## config.mk

```make
export PLATFORM = sky130hd
export DESIGN_NAME = hsst_pattern_src
export DESIGN_NICKNAME = d
export VERILOG_FILES = /design/src/hdl/hsst_pattern_pkg.sv /design/src/hdl/hsst_frame_sequencer.sv /design/src/hdl/hsst_pattern_src.sv /design/src/hdl/hsst_payload_gen.sv /design/src/hdl/hsst_symbol_mapper.sv
export SDC_FILE = /design/constraint.sdc
export NUM_CORES = 1
export LEC_CHECK = 0
export BUFFER_PORTS_ARGS = -buffer_cell sky130_fd_sc_hd__buf_2
export CAP_MARGIN = 20
export CORE_ASPECT_RATIO = 1.1
export CORE_MARGIN = 4
export CORE_UTILIZATION = 58
export DETAILED_ROUTE_END_ITERATION = 6
export GPL_TIMING_DRIVEN = 0
export HOLD_SLACK_MARGIN = 0.1
export MAX_ROUTING_LAYER = met4
export PLACE_DENSITY = 0.83
export SKIP_LAST_GASP = 1
export SLEW_MARGIN = 15
export SYNTH_ARGS = -nofsm -noshare
export SYNTH_HDL_FRONTEND = slang
export SYNTH_SLANG_ARGS = --single-unit
```

## constraint.sdc

```tcl
create_clock -name src_clk -period 2.4 [get_ports src_clk]
set_input_delay 0.36 -clock src_clk [delete_from_list [all_inputs] [get_ports src_clk]]
set_output_delay 0.36 -clock src_clk [all_outputs]
set_load 0.02 [all_outputs]
```

## src/hdl/hsst_pattern_pkg.sv

```systemverilog
// HSST pattern package with 8B10B character codes, frame geometry and lane configuration types
`default_nettype none

package hsst_pattern_pkg;

    //////////////////////////////////////////////////
    // 8B10B symbols
    //////////////////////////////////////////////////

    // Control flag on top of the data byte, as the PCS sees it on TXK/TXD
    typedef struct packed {
        logic       k;
        logic [7:0] data;
    } sym_t;

    // Comma characters selectable by the receive comma register
    localparam sym_t K28_5 = '{k: 1'b1, data: 8'hBC};
    localparam sym_t K28_1 = '{k: 1'b1, data: 8'h3C};
    localparam sym_t K28_7 = '{k: 1'b1, data: 8'hFC};

    // Channel bonding /A/ character
    localparam sym_t K28_3_A = '{k: 1'b1, data: 8'h7C};

    // Data characters of the idle and GE skip ordered sets
    localparam sym_t D5_6  = '{k: 1'b0, data: 8'hC5};
    localparam sym_t D16_2 = '{k: 1'b0, data: 8'h50};

    //////////////////////////////////////////////////
    // Frame geometry
    //////////////////////////////////////////////////

    // Eight groups of four bytes: align, 5x idle, skip, payload
    localparam int FRAME_BYTES      = 32;
    localparam int GROUP_BYTES      = 4;
    localparam int GROUPS_PER_FRAME = FRAME_BYTES / GROUP_BYTES;

    typedef enum logic [1:0] {
        SLOT_ALIGN,
        SLOT_IDLE,
        SLOT_SKIP,
        SLOT_PAYLOAD
    } slot_t;

    //////////////////////////////////////////////////
    // Receive side configuration
    //////////////////////////////////////////////////

    // Code 3 is not defined and falls back to K28.5
    typedef enum logic [1:0] {
        COMMA_K28_5 = 2'd0,
        COMMA_K28_1 = 2'd1,
        COMMA_K28_7 = 2'd2
    } comma_sel_t;

    typedef enum logic {
        SKIP_BYPASS = 1'b0,
        SKIP_GE     = 1'b1
    } skip_mode_t;

    // Comma symbol for a comma select code
    function automatic sym_t comma_sym(input comma_sel_t sel);
        case (sel)
            COMMA_K28_1: comma_sym = K28_1;
            COMMA_K28_7: comma_sym = K28_7;
            default:     comma_sym = K28_5;
        endcase
    endfunction

endpackage

`default_nettype wire

```

## src/hdl/hsst_frame_sequencer.sv

```systemverilog
// Frame sequencer that steps the word position through the 32-byte test frame
`timescale 1ns/1ps
`default_nettype none

module hsst_frame_sequencer
    import hsst_pattern_pkg::*;
#(
    parameter int LANE_BYTES = 4
) (
    input  wire        src_clk,
    input  wire        i_src_rstn,
    output slot_t      o_slot,
    output logic [1:0] o_group_pos,
    output logic       o_payload_adv
);

    localparam int WORDS  = FRAME_BYTES / LANE_BYTES;
    localparam int CNT_W  = $clog2(WORDS);
    localparam int BYTE_W = $clog2(FRAME_BYTES);
    localparam int POS_W  = $clog2(GROUP_BYTES);
    localparam int GRP_W  = $clog2(GROUPS_PER_FRAME);

    localparam logic [CNT_W-1:0] LAST_WORD     = CNT_W'(WORDS - 1);
    localparam logic [GRP_W-1:0] SKIP_GROUP    = GRP_W'(GROUPS_PER_FRAME - 2);
    localparam logic [GRP_W-1:0] PAYLOAD_GROUP = GRP_W'(GROUPS_PER_FRAME - 1);

    logic [CNT_W-1:0]  word_cnt;
    logic [BYTE_W-1:0] frame_byte;
    logic [GRP_W-1:0]  group;

    //////////////////////////////////////////////////
    // Word counter
    //////////////////////////////////////////////////

    always_ff @(posedge src_clk) begin
        if (!i_src_rstn) begin
            word_cnt <= '0;
        end else if (word_cnt == LAST_WORD) begin
            word_cnt <= '0;
        end else begin
            word_cnt <= word_cnt + 1'b1;
        end
    end

    //////////////////////////////////////////////////
    // Position decode
    //////////////////////////////////////////////////

    // Byte offset of lane byte 0 within the frame
    assign frame_byte  = BYTE_W'(word_cnt * LANE_BYTES);
    assign group       = frame_byte[BYTE_W-1:POS_W];
    assign o_group_pos = frame_byte[POS_W-1:0];

    always_comb begin
        case (group)
            '0:            o_slot = SLOT_ALIGN;
            SKIP_GROUP:    o_slot = SLOT_SKIP;
            PAYLOAD_GROUP: o_slot = SLOT_PAYLOAD;
            default:       o_slot = SLOT_IDLE;
        endcase
    end

    // Payload register steps once per payload word
    assign o_payload_adv = (o_slot == SLOT_PAYLOAD);

endmodule

`default_nettype wire

```

## src/hdl/hsst_pattern_src.sv

```systemverilog
// HSST transmit test pattern source, one 8B10B lane of align/idle/skip/payload frames
`timescale 1ns/1ps
`default_nettype none

module hsst_pattern_src
    import hsst_pattern_pkg::*;
#(
    parameter int LANE_BYTES = 4
) (
    input  wire                       src_clk,
    input  wire                       i_src_rstn,
    input  wire comma_sel_t           i_comma_sel,
    input  wire                       i_bond_en,
    input  wire skip_mode_t           i_skip_mode,
    output logic [LANE_BYTES*8-1:0]   o_txd,
    output logic [LANE_BYTES-1:0]     o_txk
);

    slot_t                   slot;
    logic [1:0]              group_pos;
    logic                    payload_adv;
    logic [LANE_BYTES*8-1:0] payload;

    // Fabric widths of the 8B10B modes
    if (!(LANE_BYTES == 1 || LANE_BYTES == 2 || LANE_BYTES == 4)) begin : g_width_check
        $error("LANE_BYTES must be 1, 2 or 4");
    end

    //////////////////////////////////////////////////
    // Producer
    //////////////////////////////////////////////////

    hsst_frame_sequencer #(
        .LANE_BYTES    (LANE_BYTES)
    ) u_sequencer (
        .src_clk       (src_clk),
        .i_src_rstn    (i_src_rstn),
        .o_slot        (slot),
        .o_group_pos   (group_pos),
        .o_payload_adv (payload_adv)
    );

    hsst_payload_gen #(
        .LANE_BYTES    (LANE_BYTES)
    ) u_payload_gen (
        .src_clk       (src_clk),
        .i_src_rstn    (i_src_rstn),
        .i_payload_adv (payload_adv),
        .o_payload     (payload)
    );

    //////////////////////////////////////////////////
    // Consumer
    //////////////////////////////////////////////////

    hsst_symbol_mapper #(
        .LANE_BYTES    (LANE_BYTES)
    ) u_mapper (
        .src_clk       (src_clk),
        .i_src_rstn    (i_src_rstn),
        .i_slot        (slot),
        .i_group_pos   (group_pos),
        .i_payload     (payload),
        .i_comma_sel   (i_comma_sel),
        .i_bond_en     (i_bond_en),
        .i_skip_mode   (i_skip_mode),
        .o_txd         (o_txd),
        .o_txk         (o_txk)
    );

endmodule

`default_nettype wire

```

## src/hdl/hsst_payload_gen.sv

```systemverilog
// Payload generator, a lane-wide walking one that steps on every payload word
`timescale 1ns/1ps
`default_nettype none

module hsst_payload_gen #(
    parameter int LANE_BYTES = 4
) (
    input  wire                       src_clk,
    input  wire                       i_src_rstn,
    input  wire                       i_payload_adv,
    output logic [LANE_BYTES*8-1:0]   o_payload
);

    localparam int W = LANE_BYTES * 8;

    //////////////////////////////////////////////////
    // Walking one
    //////////////////////////////////////////////////

    // The mapper registers the value ahead of the rotate on the same edge,
    // so the first payload word after reset carries bit 0
    always_ff @(posedge src_clk) begin
        if (!i_src_rstn) begin
            o_payload <= W'(1);
        end else if (i_payload_adv) begin
            o_payload <= {o_payload[W-2:0], o_payload[W-1]};
        end
    end

    a_payload_onehot: assert property (
        @(posedge src_clk) disable iff (!i_src_rstn)
        $onehot(o_payload)
    ) else $error("payload pattern lost its single set bit");

endmodule

`default_nettype wire

```

## src/hdl/hsst_symbol_mapper.sv

```systemverilog
// Symbol mapper, turns slot and position into registered TXD/TXK lane words
`timescale 1ns/1ps
`default_nettype none

module hsst_symbol_mapper
    import hsst_pattern_pkg::*;
#(
    parameter int LANE_BYTES = 4
) (
    input  wire                       src_clk,
    input  wire                       i_src_rstn,
    input  wire slot_t                i_slot,
    input  wire [1:0]                 i_group_pos,
    input  wire [LANE_BYTES*8-1:0]    i_payload,
    input  wire comma_sel_t           i_comma_sel,
    input  wire                       i_bond_en,
    input  wire skip_mode_t           i_skip_mode,
    output logic [LANE_BYTES*8-1:0]   o_txd,
    output logic [LANE_BYTES-1:0]     o_txk
);

    sym_t                    comma;
    sym_t                    idle_tbl  [GROUP_BYTES];
    sym_t                    align_tbl [GROUP_BYTES];
    sym_t                    skip_tbl  [GROUP_BYTES];
    logic [LANE_BYTES*8-1:0] next_txd;
    logic [LANE_BYTES-1:0]   next_txk;

    //////////////////////////////////////////////////
    // Group tables
    //////////////////////////////////////////////////

    assign comma = comma_sym(i_comma_sel);

    // Idle ordered set alternates comma and D5.6
    always_comb begin
        for (int i = 0; i < GROUP_BYTES; i++) begin
            idle_tbl[i] = (i % 2 == 0) ? comma : D5_6;
        end
    end

    // /A/ replaces the first comma only when bonding is on
    always_comb begin
        for (int i = 0; i < GROUP_BYTES; i++) begin
            if (i == 0 && i_bond_en) begin
                align_tbl[i] = K28_3_A;
            end else begin
                align_tbl[i] = idle_tbl[i];
            end
        end
    end

    // GE clock correction uses K28.5/D16.2 pairs, fixed comma
    always_comb begin
        for (int i = 0; i < GROUP_BYTES; i++) begin
            if (i_skip_mode == SKIP_GE) begin
                skip_tbl[i] = (i % 2 == 0) ? K28_5 : D16_2;
            end else begin
                skip_tbl[i] = idle_tbl[i];
            end
        end
    end

    //////////////////////////////////////////////////
    // Lane byte select
    //////////////////////////////////////////////////

    for (genvar j = 0; j < LANE_BYTES; j++) begin : g_lane
        logic [1:0] byte_idx;
        sym_t       sym;

        // Lane byte j sits j bytes further into the group
        assign byte_idx = i_group_pos + 2'(j);

        always_comb begin
            case (i_slot)
                SLOT_ALIGN:   sym = align_tbl[byte_idx];
                SLOT_SKIP:    sym = skip_tbl[byte_idx];
                SLOT_PAYLOAD: sym = '{k: 1'b0, data: i_payload[j*8 +: 8]};
                default:      sym = idle_tbl[byte_idx];
            endcase
        end

        assign next_txd[j*8 +: 8] = sym.data;
        assign next_txk[j]        = sym.k;
    end

    //////////////////////////////////////////////////
    // Output register
    //////////////////////////////////////////////////

    always_ff @(posedge src_clk) begin
        if (!i_src_rstn) begin
            o_txd <= '0;
            o_txk <= '0;
        end else begin
            o_txd <= next_txd;
            o_txk <= next_txk;
        end
    end

    // A payload word never carries a control character
    a_payload_no_k: assert property (
        @(posedge src_clk) disable iff (!i_src_rstn)
        (i_slot == SLOT_PAYLOAD) |=> (o_txk == '0)
    ) else $error("control flag set on payload word");

    // Configuration is static once the lane is out of reset
    a_cfg_static: assert property (
        @(posedge src_clk) disable iff (!i_src_rstn)
        $past(i_src_rstn) |->
            ($stable(i_comma_sel) && $stable(i_bond_en) && $stable(i_skip_mode))
    ) else $error("lane configuration changed outside reset");

endmodule

`default_nettype wire

```

# Word level (Yosys, flattened, before mapping)
# Index checks and enable logic that the tools add are counted.
dict set report totals {
  reg_bits 71
  latchBits 0
  mem_bits_rw 0
  rom_bits 0
  input_bits 6
  output_inout_bits 36
  memories 0
}
dict set report classes {
  addsub 1
  multipliers 0
  n_div 0
  magnitude_cmp 0
  eq_ne 6
  shift 0
  mux 9
  n_bitwise 1
  reduce_logical 3
}
# op n
set op_table {}
lappend op_table {{case mux 8 bit (2 select lines)} 3}
lappend op_table {{case mux 9 bit (3 select lines)} 1}
lappend op_table {{two-way mux 9 bit} 2}
lappend op_table {{case mux 9 bit (2 select lines)} 1}
lappend op_table {{two-way mux 8 bit} 1}
lappend op_table {{equality test 2 bit, second input constant} 3}
lappend op_table {{equality test 3 bit, second input constant} 2}
lappend op_table {{case mux 2 bit (3 select lines)} 1}
lappend op_table {{adder 3 x 1 -> 3 bit, second input constant} 1}
lappend op_table {{logical NOT 3 bit} 1}
lappend op_table {{equality test 2 x 1 -> 1 bit, second input constant} 1}
lappend op_table {{logical NOT 2 bit} 1}
lappend op_table {{OR reduction 2 bit} 1}
lappend op_table {{NOT 1 bit} 1}

# Longest topological paths before layout
# Gate-level depths: netlist (run 1).
dict set report depth {
  depth_word 4
  depth_mapped 7
  ltp_nobuf 5
}

# Cells and area by module
# Synthesis (run 1) repeated with hierarchy kept, for this count alone.
dict set report hier_totals {
  cells_unflattened 280
  hier_area_um2 2852.7
}
# mod instances cells_per_inst area_per_inst_um2 seq_area_each_um2
set by_module_without_submodules {}
lappend by_module_without_submodules {hsst_symbol_mapper 1 159 1425.1 680.7}
lappend by_module_without_submodules {hsst_payload_gen 1 103 1241.2 640.6}
lappend by_module_without_submodules {hsst_frame_sequencer 1 18 186.4 60.1}

# Worst setup path before layout (run 1)
# No wires, ideal clock.
dict set report synth_timing {
  path_type {reg-to-reg}
  from {reg u_sequencer.word_cnt[1]}
  to {reg u_mapper.o_txd[6]}
  setup_time_ps 70
  arrival_time_ps 1345
  setup_slack_ps 985
  path_stages_with_launch 8
  period_less_slack_ps 1415
  cell_sequence {dfxtp_1 -> ha_1 -> ha_1 -> buf_6 -> buf_6 -> and4bb_2 -> a21oi_1 -> o2bb2ai_1}
}
dict set report synth_between {
  elab_chain_len 4
}
# item line
set synth_rtl {}
lappend synth_rtl {{start: declaration} hsst_frame_sequencer.sv:27} ;# logic [CNT_W-1:0] word_cnt;
lappend synth_rtl {{start signal: assignment} hsst_frame_sequencer.sv:41} ;# word_cnt <= word_cnt + 1'b1;
lappend synth_rtl {{equality test 3 bit / logical NOT 3 bit (equally long branches)} hsst_frame_sequencer.sv:55} ;# case (group)
lappend synth_rtl {{case mux 2 bit (3 select lines) *} hsst_frame_sequencer.sv:55}
lappend synth_rtl {{equality test 2 bit / logical NOT 2 bit (equally long branches)} -}
lappend synth_rtl {{case mux 9 bit (3 select lines) *} hsst_symbol_mapper.sv:76} ;# case (i_slot)
lappend synth_rtl {{end signal: assignment} hsst_symbol_mapper.sv:97} ;# o_txd <= next_txd;
lappend synth_rtl {{end: declaration} hsst_symbol_mapper.sv:18} ;# output logic [LANE_BYTES*8-1:0] o_txd,
# Mark *: on every way between the ends. The rest lies on a longest branch, timed or not.
# A chain may end at the register's enable or synchronous reset.

# Final worst setup path (run 1)
# Ends and elaborated chain as after synthesis.

==> results of run 1 <==
registers in the layout, summed over array words and instances (netlist names):
signal / count
u_mapper.o_txd: 32
u_payload_gen.o_payload: 32
u_mapper.o_txk: 1
u_sequencer.word_cnt: 3
placed cells by master (no fill, tap or decap), drive strengths merged, types with 9 or more instances in the layout:
cell type  instances
a21boi            16
and3              10
clkbuf            16
inv                9
buf               50
o21a               9
dfxtp             68
nand2             11
mux2i             19
nor2b             20
power groups by stage:
stage	sequential, mW	combinational [mW]	clock (mW)
6_report	1.17	0.136	0.762
5_1_grt	1.17	0.150	0.830
4_1_cts	1.17	0.137	0.782
3_5_place_dp	1.19	0.136	0
3_3_place_gp	1.19	0.135	0
2_1_floorplan	1.22	0.0647	0
synth_stat cells, types with 3 or more instances:
| cell type | number | area (um2) |
|---|---|---|
| and2_1 | 5 | 31.3 |
| a21oi_1 | 3 | 15.0 |
| a21o_1 | 6 | 45.0 |
| o21ai_0 | 3 | 15.0 |
| mux2i_1 | 19 | 190 |
| dfxtp_1 | 68 | 1360 |
| nor2b_1 | 20 | 125 |
| and3_1 | 10 | 62.6 |
| buf_6 | 4 | 45.0 |
| buf_4 | 5 | 37.5 |
| nand2_1 | 11 | 41.3 |
| inv_1 | 9 | 33.8 |
| o21a_1 | 9 | 67.6 |
| ha_1 | 4 | 50.1 |
| a21boi_0 | 12 | 90.1 |
| a21boi_1 | 4 | 30.0 |
| clkbuf_1 | 4 | 15.0 |
worst register-to-register path: cells and delay by family (launching register included):
family | cells | cell delay (ns)
DFF | 1 | 0.35
and+or+nand+nor | 1 | 0.19
AOI/OAI and AO/OA | 2 | 0.50
buffers and inverters | 1 | 0.14
adders and majority gates | 2 | 0.39
logic make-up after synthesis:
| family | synth area share [%] |
|---|---|
| multiplexers | 8.03 |
| AND/OR/NAND/NOR | 13.8 |
| buffers and inverters | 6.13 |
| other | 0.158 |
| AO/OA/AOI/OAI | 12.3 |
| flip-flops | 57.5 |
| adder cells (fa/ha/maj) | 2.11 |
per-layer routing:
metal | global-route usage (%) | part of all wire (%) | vias to the layer above
met1 | 22.7 | 42 | 767
met5 | - | 0 | -
li1 | - | - | 802
met4 | 11.7 | 3.1 | 0
met2 | 30.1 | 49 | 41
met3 | 5.82 | 5.7 | 13
final cells by class:
type	instances	area, um2
fillers	324	1170
repair buffers	39	195
inverters	9	33.8
well taps	52	65.1
flip-flops and latches	68	1360
multi-input cells	120	866
clock buffers	11	141
clock inverters	3	15.0
plain buffers	16	111
path summary, 6_finish.rpt:
kind,to,cells after the start,slack [ns],start
min reg2reg,u_mapper.o_txd[19]$_SDFF_PN0_,2,0.47,u_payload_gen.o_payload[19]$_SDFFE_PN0N_
min,u_mapper.o_txd[12]$_SDFF_PN0_,3,0.31,i_skip_mode
max reg2reg,u_mapper.o_txd[6]$_SDFF_PN0_,6,0.75,u_sequencer.word_cnt[1]$_SDFF_PP0_
max,u_mapper.o_txd[6]$_SDFF_PN0_,6,0.75,u_sequencer.word_cnt[1]$_SDFF_PP0_
stage by stage:
step	cell area [um2]	hold WS (ns)	util, %
detailed placement	2630	0.457	66.4
CTS	2790	0.306	70.4
finish	2790	0.313	70.4
floorplan	2370	0.438	-
global route	2790	0.326	70.4
global placement	2630	0.449	66.4
==> flow_summary.ini, run 1 <==
[cells_and_area]
fin_cells = 318
syn_to_final_growth_pct = 17.7
nNetsFinal = 273
drive_above_1_share_pct = 24.4
num_antenna_cells = 0

[clock_network]
holdBufCountCts = 0
cts.sinks = 68
postCtsSetupBuffers = 0
clock_path_buffers = 2
cts_resized = 0
insertion_delay_ns = 0.34
cts_buffers = 9
cts_tree = done
cts.clk_slew.worst_paths_ns = 0.07
cts_root_buffer = clkbuf_8
h-tree-depth = 3

[pwr]
p_int_mw = 1.60
power_mw = 2.06
p_sw_mw = 0.465
clockPowerShare_pct = 36.9
vdd_ir_drop_max_mv = 0.431
p_seq_share_pct = 56.5
p_comb_share_pct = 6.6
powerDensity_nw_per_um2 = 740
p_leak_nw = 1.19
swShare_pct = 22.6

[detailed_routing]
drtAntennaViolNets = 0
routed_via_density = 5.10
drt_pass1_iterations = 4
drc = 0
vias = 1623
wl_mm = 4.37
drtIter0Drc = 84
wl_per_cell_um = 13.7

[setup_path]
path_delay_family = compound AO/OA/AOI/OAI gates
crit_top_cell = ha_1
cp_cell_sequence = ha_1, ha_1, buf_6, nor3b_2, o21a_1, o2bb2ai_1
worstPathArrival_ns = 1.91
worstSetupPathType = reg -> reg
worst_path_largest_cell_delay_ns = 0.35
cp.required_ns = 2.66
startpoint_type = flop
path_buf_inv = 1
cp_slowest_cell = dfxtp_1
end_kind = flop
cp_max_fo = 7

[sta]
setup_violations = 0
clock_skew_ns = 0.00784
rsz0062_at_grt = false
min_period_ns = 1.65
timing.final.ws_setup_ns = 0.749
fin_crit_sh_pct = 68.8
finalHoldViolCount = 0
fin_tns_setup_ns = 0
drv_slew = 0
fmax_mhz = 606

[floorplanning]
core_area_um2 = 3960
fp.dieW_um = 68.9
pin_count = 42
die_area_um2 = 5170
start_util_pct = 59.8
die_h_um = 75.0
rows = 24

[run_status]
outcome = complete, no violations

[place]
numPortBuffers = 39
dp_cells = 304
place_hpwl_mm = 3.08
dp_slack_ns = 0.742
gp_congestion = 0.789

[synthesis]
synth_cell_types = 32
ys_warn_count = 0
seq_area_frac_synth_pct = 57.5
synth_ff_type = dfxtp_1
avgSynthCellArea_um2 = 11.2
synthCells = 212
async_flop_share_pct = 0
ys_seq_elements = 68
synth_edf_count = 0
syn_area_um2 = 2370

[global_routing]
grt_pass1_wl_mm = 6.89
antenna_found_initial = 0
gr-total-overflow = 0
grt_pass1_vias = 1493
grt_util_all_layers_pct = 19.7
grt_start_max_net_pins = 11

[worst_hold_path]
holdCritPathClass = in -> reg

[flow_run]
drv_cap = 0
(Power assumes the default switching activity.)
==> run 2, diff against run 1 <==
--- a/config.mk
+++ b/config.mk
@@ -5,16 +5,17 @@
 export SDC_FILE = /design/constraint.sdc
 export NUM_CORES = 1
 export LEC_CHECK = 0
+export ABC_AREA = 1
 export BUFFER_PORTS_ARGS = -buffer_cell sky130_fd_sc_hd__buf_2
 export CAP_MARGIN = 20
 export CORE_ASPECT_RATIO = 1.1
 export CORE_MARGIN = 4
-export CORE_UTILIZATION = 58
+export CORE_UTILIZATION = 48
 export DETAILED_ROUTE_END_ITERATION = 6
 export GPL_TIMING_DRIVEN = 0
 export HOLD_SLACK_MARGIN = 0.1
 export MAX_ROUTING_LAYER = met4
-export PLACE_DENSITY = 0.83
+export PLACE_DENSITY = 0.75
 export SKIP_LAST_GASP = 1
 export SLEW_MARGIN = 15
 export SYNTH_ARGS = -nofsm -noshare
==> constraint.sdc (replaced) <==
create_clock -name src_clk -period 1.4 [get_ports src_clk]
set_input_delay 0.21 -clock src_clk [delete_from_list [all_inputs] [get_ports src_clk]]
set_output_delay 0.21 -clock src_clk [all_outputs]
set_load 0.02 [all_outputs]
==> run 2 against run 1 <==
  * Setup slack got worse by 0.73 ns
  * First-iteration DRC count is 21% higher
  * Largest power group unchanged
  * Routed wire length up 7.9%
  * Critical path depth is the same
  * Critical path type unchanged
  * Clock power rose by 120%
  * Sequential share of layout area down 0.43 points
  * Non-clock buffer count unchanged
==> flow_summary.ini, run 2 <==
[run_status]
outcome = complete, no violations

[setup_path]
path_buf_inv = 2
end_kind = flop
cp_slowest_cell = dfxtp_2
startpoint_type = flop
worstSetupPathType = reg -> reg
cp_max_fo = 10
worst_path_largest_cell_delay_ns = 0.35
worstPathArrival_ns = 1.60
path_delay_family = buffers and inverters
crit_top_cell = ha_4
cp_cell_sequence = ha_4, ha_4, buf_8, nand2_1, buf_2, nor2_1
cp.required_ns = 1.62

[synthesis]
ys_seq_elements = 68
synth_ff_type = dfxtp_1
synth.most_common_cell = dfxtp_1
async_flop_share_pct = 0
synthCells = 244
avgSynthCellArea_um2 = 8.96
seq_area_frac_synth_pct = 62.3
synth_cell_types = 21
synth_edf_count = 0
syn_area_um2 = 2190
synth_area_leader_cell = dfxtp_1
ys_warn_count = 0
synth_top_cell_area_share_pct = 62.3
yosys-top-cells-area = dfxtp_1, inv_1, o21ai_0
synthTopCellsByCount = dfxtp_1, inv_1, nand2_1

[clock_network]
cts_root_buffer = clkbuf_8
cts.sinks = 68
cts_tree = done
holdBufCountCts = 0
h-tree-depth = 3
cts_buffers = 9
insertion_delay_ns = 0.34
clock_path_buffers = 2
cts.clk_slew.worst_paths_ns = 0.07

[detailed_routing]
drtIter0Drc = 102
vias = 1727
drtAntennaViolNets = 0
wl_mm = 4.71
drt_pass1_iterations = 4
wl_per_cell_um = 13.2
drc = 0
routed_via_density = 4.85

[cells_and_area]
finalCoreUtilization_pct = 64.9
final_cell_mix = dfxtp_1, buf_2, inv_1, nand2_1, nor2_1
num_antenna_cells = 0
largestRegisters = u_mapper.o_txd (32), u_payload_gen.o_payload (32), u_sequencer.word_cnt (3)
final_common_cell = dfxtp_1
drive_above_1_share_pct = 28.1
nNetsFinal = 309
syn_to_final_growth_pct = 29.1

[floorplanning]
start_util_pct = 50.3
fp.dieW_um = 72.3
rows = 25
die_h_um = 78.8
die_area_um2 = 5700
pin_count = 42
core_area_um2 = 4350

[sta]
min_period_ns = 1.38
tightestPinTransition_ns = 0.548
setup_violations = 0
max_slew_margin_pct = 63.5
holdWs_ns = 0.199
finalHoldViolCount = 0
timing.final.ws_setup_ns = 0.0223
fmax_mhz = 726
clock_skew_ns = 0.0104
fin_crit_sh_pct = 98.4
drv_slew = 0
fin_tns_setup_ns = 0
rsz0062_at_grt = true

[global_routing]
grt_start_max_net_pins = 11
gr-total-overflow = 0
grt_util_all_layers_pct = 17.6
grt_pass1_vias = 1661
antenna_found_initial = 0
grt_pass1_wl_mm = 7.38

[pwr]
vdd_ir_drop_max_mv = 0.901
powerDensity_nw_per_um2 = 1410
p_leak_nw = 1.25

[worst_hold_path]
holdCritPathClass = in -> reg

[place]
gp_congestion = 0.815
place_hpwl_mm = 2.96
numPortBuffers = 39
dp_slack_ns = -0.464

[flow_run]
drv_cap = 0
-- run 2: worst min-delay path, stage by stage --
cell and delay [ns]:
buf_2 0.09, o21ai_0 0.08, nand3_1 0.07, nand2_1 0.04
-- run 2: repair_timing --
item                       in CTS  in global routing
pin swaps                       1                  1
gates resized for setup        22                 26
buffers inserted                1                  2
setup endpoints to repair      61                 51
cloned                          0                  1
-- run 2: cell type report --
type	count	area, um2
Fill cell	356	1530
Timing Repair Buffer	43	243
Inverter	40	153
Multi-Input combinational cell	125	693
Buffer	12	95.1
Clock buffer	12	145
Tap cell	54	67.6
Sequential cell	68	1370
Clock inverter	2	60.1
-- run 2: logic make-up (layout without fill, tap and decap cells) --
family	Yosys count	count (layout)	synth area share, %
AOI/OAI and AO/OA	49	49	12.5
adders and majority gates	4	4	2.29
buffers and inverters	52	109	10.1
DFF	68	68	62.3
other	1	2	0.172
and+or+nand+nor	70	70	12.7
-- run 2: stage by stage --
step / cell area, um2 / std cells / total power, mW
2_1_floorplan: 2190 / 245 / 2.21
3_3_place_gp: 2450 / 338 / 2.28
5_1_grt: 2820 / 356 / 4.13
6_report: 2820 / 356 / 3.97
4_1_cts: 2710 / 353 / 3.97
3_5_place_dp: 2450 / 338 / 2.28
-- run 2: final timing paths --
path | from | endpoint | slack, ns | cells after the start
max | u_sequencer.word_cnt[1]$_SDFF_PP0_ | u_mapper.o_txd[16]$_SDFF_PN0_ | 0.02 | 6
min | i_bond_en | u_mapper.o_txd[7]$_SDFF_PN0_ | 0.20 | 4
max reg2reg | u_sequencer.word_cnt[1]$_SDFF_PP0_ | u_mapper.o_txd[16]$_SDFF_PN0_ | 0.02 | 6
min reg2reg | u_payload_gen.o_payload[1]$_SDFFE_PN0N_ | u_mapper.o_txd[1]$_SDFF_PN0_ | 0.46 | 2
-- run 2: metal layers --
layer,wire (um),GRT usage [%],share of wire (%)
met4,119,10.7,2.5
met5,0,-,0
met2,2340,26.2,50
met1,1920,20.9,41
met3,333,4.94,7.1
-- run 2: report_power, final --
part | switching (mW) | internal [mW] | leakage [nW]
clock | 0.661 | 1.03 | 0.103
combinational | 0.177 | 0.0959 | 0.589
sequential | 0.0201 | 1.99 | 0.557
total | 0.858 | 3.11 | 1.25
==> run 3, diff against run 2 <==
--- a/config.mk
+++ b/config.mk
@@ -9,7 +9,7 @@
 export BUFFER_PORTS_ARGS = -buffer_cell sky130_fd_sc_hd__buf_2
 export CAP_MARGIN = 20
 export CORE_ASPECT_RATIO = 1.1
-export CORE_MARGIN = 4
+export CORE_MARGIN = 2
 export CORE_UTILIZATION = 48
 export DETAILED_ROUTE_END_ITERATION = 6
 export GPL_TIMING_DRIVEN = 0
==> constraint.sdc (replaced) <==
create_clock -name src_clk -period 1.1 [get_ports src_clk]
set_input_delay 0.165 -clock src_clk [delete_from_list [all_inputs] [get_ports src_clk]]
set_output_delay 0.165 -clock src_clk [all_outputs]
set_load 0.02 [all_outputs]
==> run 3 against run 2 <==
  * The run now ends with setup timing left
  * Die area shrank 10%
  * Cell area up 11%
  * Clock-buffer cell count unchanged
  * Cell count increased by 2.0%
  * Hold slack got worse by 0.058 ns
  * Clock power is 59% higher
  * Register-to-register slack worse by 0.32 ns
  * Critical path depth unchanged
  * Clock skew fell by 0.0013 ns
  * Sequential cell count is the same
  * Core utilization increased by 7.4 points
==> flow_summary.ini, run 3 (synthesized netlist as in run 2, its figures left out) <==
[run_status]
outcome = complete, but fails checks
violations = setup timing

[cells_and_area]
final_cell_mix = dfxtp_1, buf_2, inv_1, nand2_1, nor2_1
final_common_cell = dfxtp_1
syn_to_final_growth_pct = 43.8
num_antenna_cells = 0
largestRegisters = u_mapper.o_txd (32), u_payload_gen.o_payload (32), u_sequencer.word_cnt (3)
fillers = 294
nNetsFinal = 314
drive_above_1_share_pct = 37.2
final_area_um2 = 3140

[place]
gp_congestion = 0.811
place_hpwl_mm = 2.86
numPortBuffers = 39
place_area_um2 = 2540

[clock_network]
holdBufCountCts = 0
clock_path_buffers = 2
cts_root_buffer = clkbuf_8
cts.clk_slew.worst_paths_ns = 0.07
h-tree-depth = 3
cts.sinks = 68
insertion_delay_ns = 0.34
cts_tree = done
cts_buffers = 9

[worst_hold_path]
hold_path_end = u_mapper.o_txd[7]$_SDFF_PN0_
holdCritPathClass = in -> reg
whs_path_depth = 4
hold_start = i_bond_en

[setup_path]
r2r_setup_slack_ns = -0.30
worstPathArrival_ns = 1.65
startpoint_type = flop
reg2reg_depth = 6
r2r-start = u_sequencer.word_cnt[1]$_SDFF_PP0_
cp.required_ns = 1.35
worstSetupPathType = reg -> reg
end_kind = flop
cp_max_fo = 7
worstReg2RegEnd = u_payload_gen.o_payload[8]$_SDFFE_PN0N_

[floorplanning]
rows = 25
start_util_pct = 50.3
die_h_um = 74.8
pin_count = 42
core_area_um2 = 4350
die_area_um2 = 5110
fp.dieW_um = 68.3

[global_routing]
grt_pass1_vias = 1644
antenna_found_initial = 0
grt_start_max_net_pins = 12
grt_util_all_layers_pct = 21.8
gr-total-overflow = 0
grt_pass1_wl_mm = 7.60

[pwr]
power_mw = 5.69
powerDensity_nw_per_um2 = 1810
vdd_ir_drop_max_mv = 1.29
p_leak_nw = 1.39

[detailed_routing]
drt_pass1_iterations = 4
vias = 1824
drtAntennaViolNets = 0
drc = 0
wl_mm = 5.36
drtIter0Drc = 145
wl_per_cell_um = 14.8
routed_via_density = 5.02

[sta]
holdWs_ns = 0.142
clock_skew_ns = 0.00907
fmax_mhz = 715
rsz0062_at_grt = true
drv_slew = 0
max_slew_margin_pct = 56.7
tightestPinTransition_ns = 0.650
timing.final.ws_setup_ns = -0.298
finalHoldViolCount = 0
min_period_ns = 1.40
fin_crit_sh_pct = 127
setup_violations = 68

[flow_run]
drv_cap = 0
==> run 3: stage by stage <==
step	TNS, ns	cells	util [%]	setup slack (ns)
after detailed placement	-11.95	338	58.4	-0.436
final	-13.49	363	72.3	-0.298
after global routing	-17.80	363	72.3	-0.349
after floorplan	-3.68	245	-	-0.0957
after global placement	-10.92	338	58.4	-0.435
after CTS	-11.10	361	69.7	-0.216
==> run 3: how the worst max path moves through the flow <==
stage | from | end | slack [ns] | cells past startpoint
after CTS | u_sequencer.word_cnt[1]$_SDFF_PP0_ | u_mapper.o_txd[28]$_SDFF_PN0_ | -0.22 | 6
after global routing | u_sequencer.word_cnt[1]$_SDFF_PP0_ | u_payload_gen.o_payload[29]$_SDFFE_PN0N_ | -0.35 | 6
after floorplan | u_sequencer.word_cnt[0]$_SDFF_PP0_ | u_mapper.o_txd[26]$_SDFF_PN0_ | -0.1 | 6
final | u_sequencer.word_cnt[1]$_SDFF_PP0_ | u_payload_gen.o_payload[8]$_SDFFE_PN0N_ | -0.30 | 6
after detailed placement | u_sequencer.word_cnt[0]$_SDFF_PP0_ | u_mapper.o_txd[31]$_SDFF_PN0_ | -0.44 | 6
after global placement | u_sequencer.word_cnt[0]$_SDFF_PP0_ | u_mapper.o_txd[31]$_SDFF_PN0_ | -0.44 | 6
==> run 3: area by class of cell <==
| class | count | area [um2] | area share (%) |
|---|---|---|---|
| buffer | 12 | 146 | 4.66 |
| clock buffer | 12 | 145 | 4.62 |
| clock inverter | 4 | 120 | 3.82 |
| inverter | 40 | 155 | 4.94 |
| multi-input combinational | 125 | 820 | 26.1 |
| sequential | 68 | 1370 | 43.6 |
| tap | 54 | 67.6 | 2.15 |
| timing repair buffer | 48 | 320 | 10.2 |
==> run 3: layer usage <==
layer	global-route usage [%]	vias to the layer above	wire length [um]	part of all wire (%)
met5	-	-	0	0
met4	14.7	0	233	4.3
met3	4.93	21	251	4.7
met2	32.7	65	2680	50
met1	25.9	852	2200	41
li1	-	886	-	-
==> run 3: critical path, cell delays in order, from the launching register on <==
cell and delay (ns):
dfxtp_4 0.35, ha_4 0.16, ha_4 0.21, nor2_4 0.24, inv_4 0.10, buf_4 0.15, o22ai_1 0.12
==> run 3: power by group <==
| group | internal, mW | switching (mW) | leakage [nW] | total (mW) |
|---|---|---|---|---|
| sequential | 2.53 | 0.0255 | 0.557 | 2.55 |
| clock | 1.80 | 0.910 | 0.131 | 2.71 |
| combinational | 0.165 | 0.266 | 0.700 | 0.431 |
==> run 3: what timing repair did <==
action,in CTS,in global routing
setup endpoints to repair,67,69
pin swaps,3,3
gates cloned,2,1
resized for setup,40,20
buffers inserted,6,1
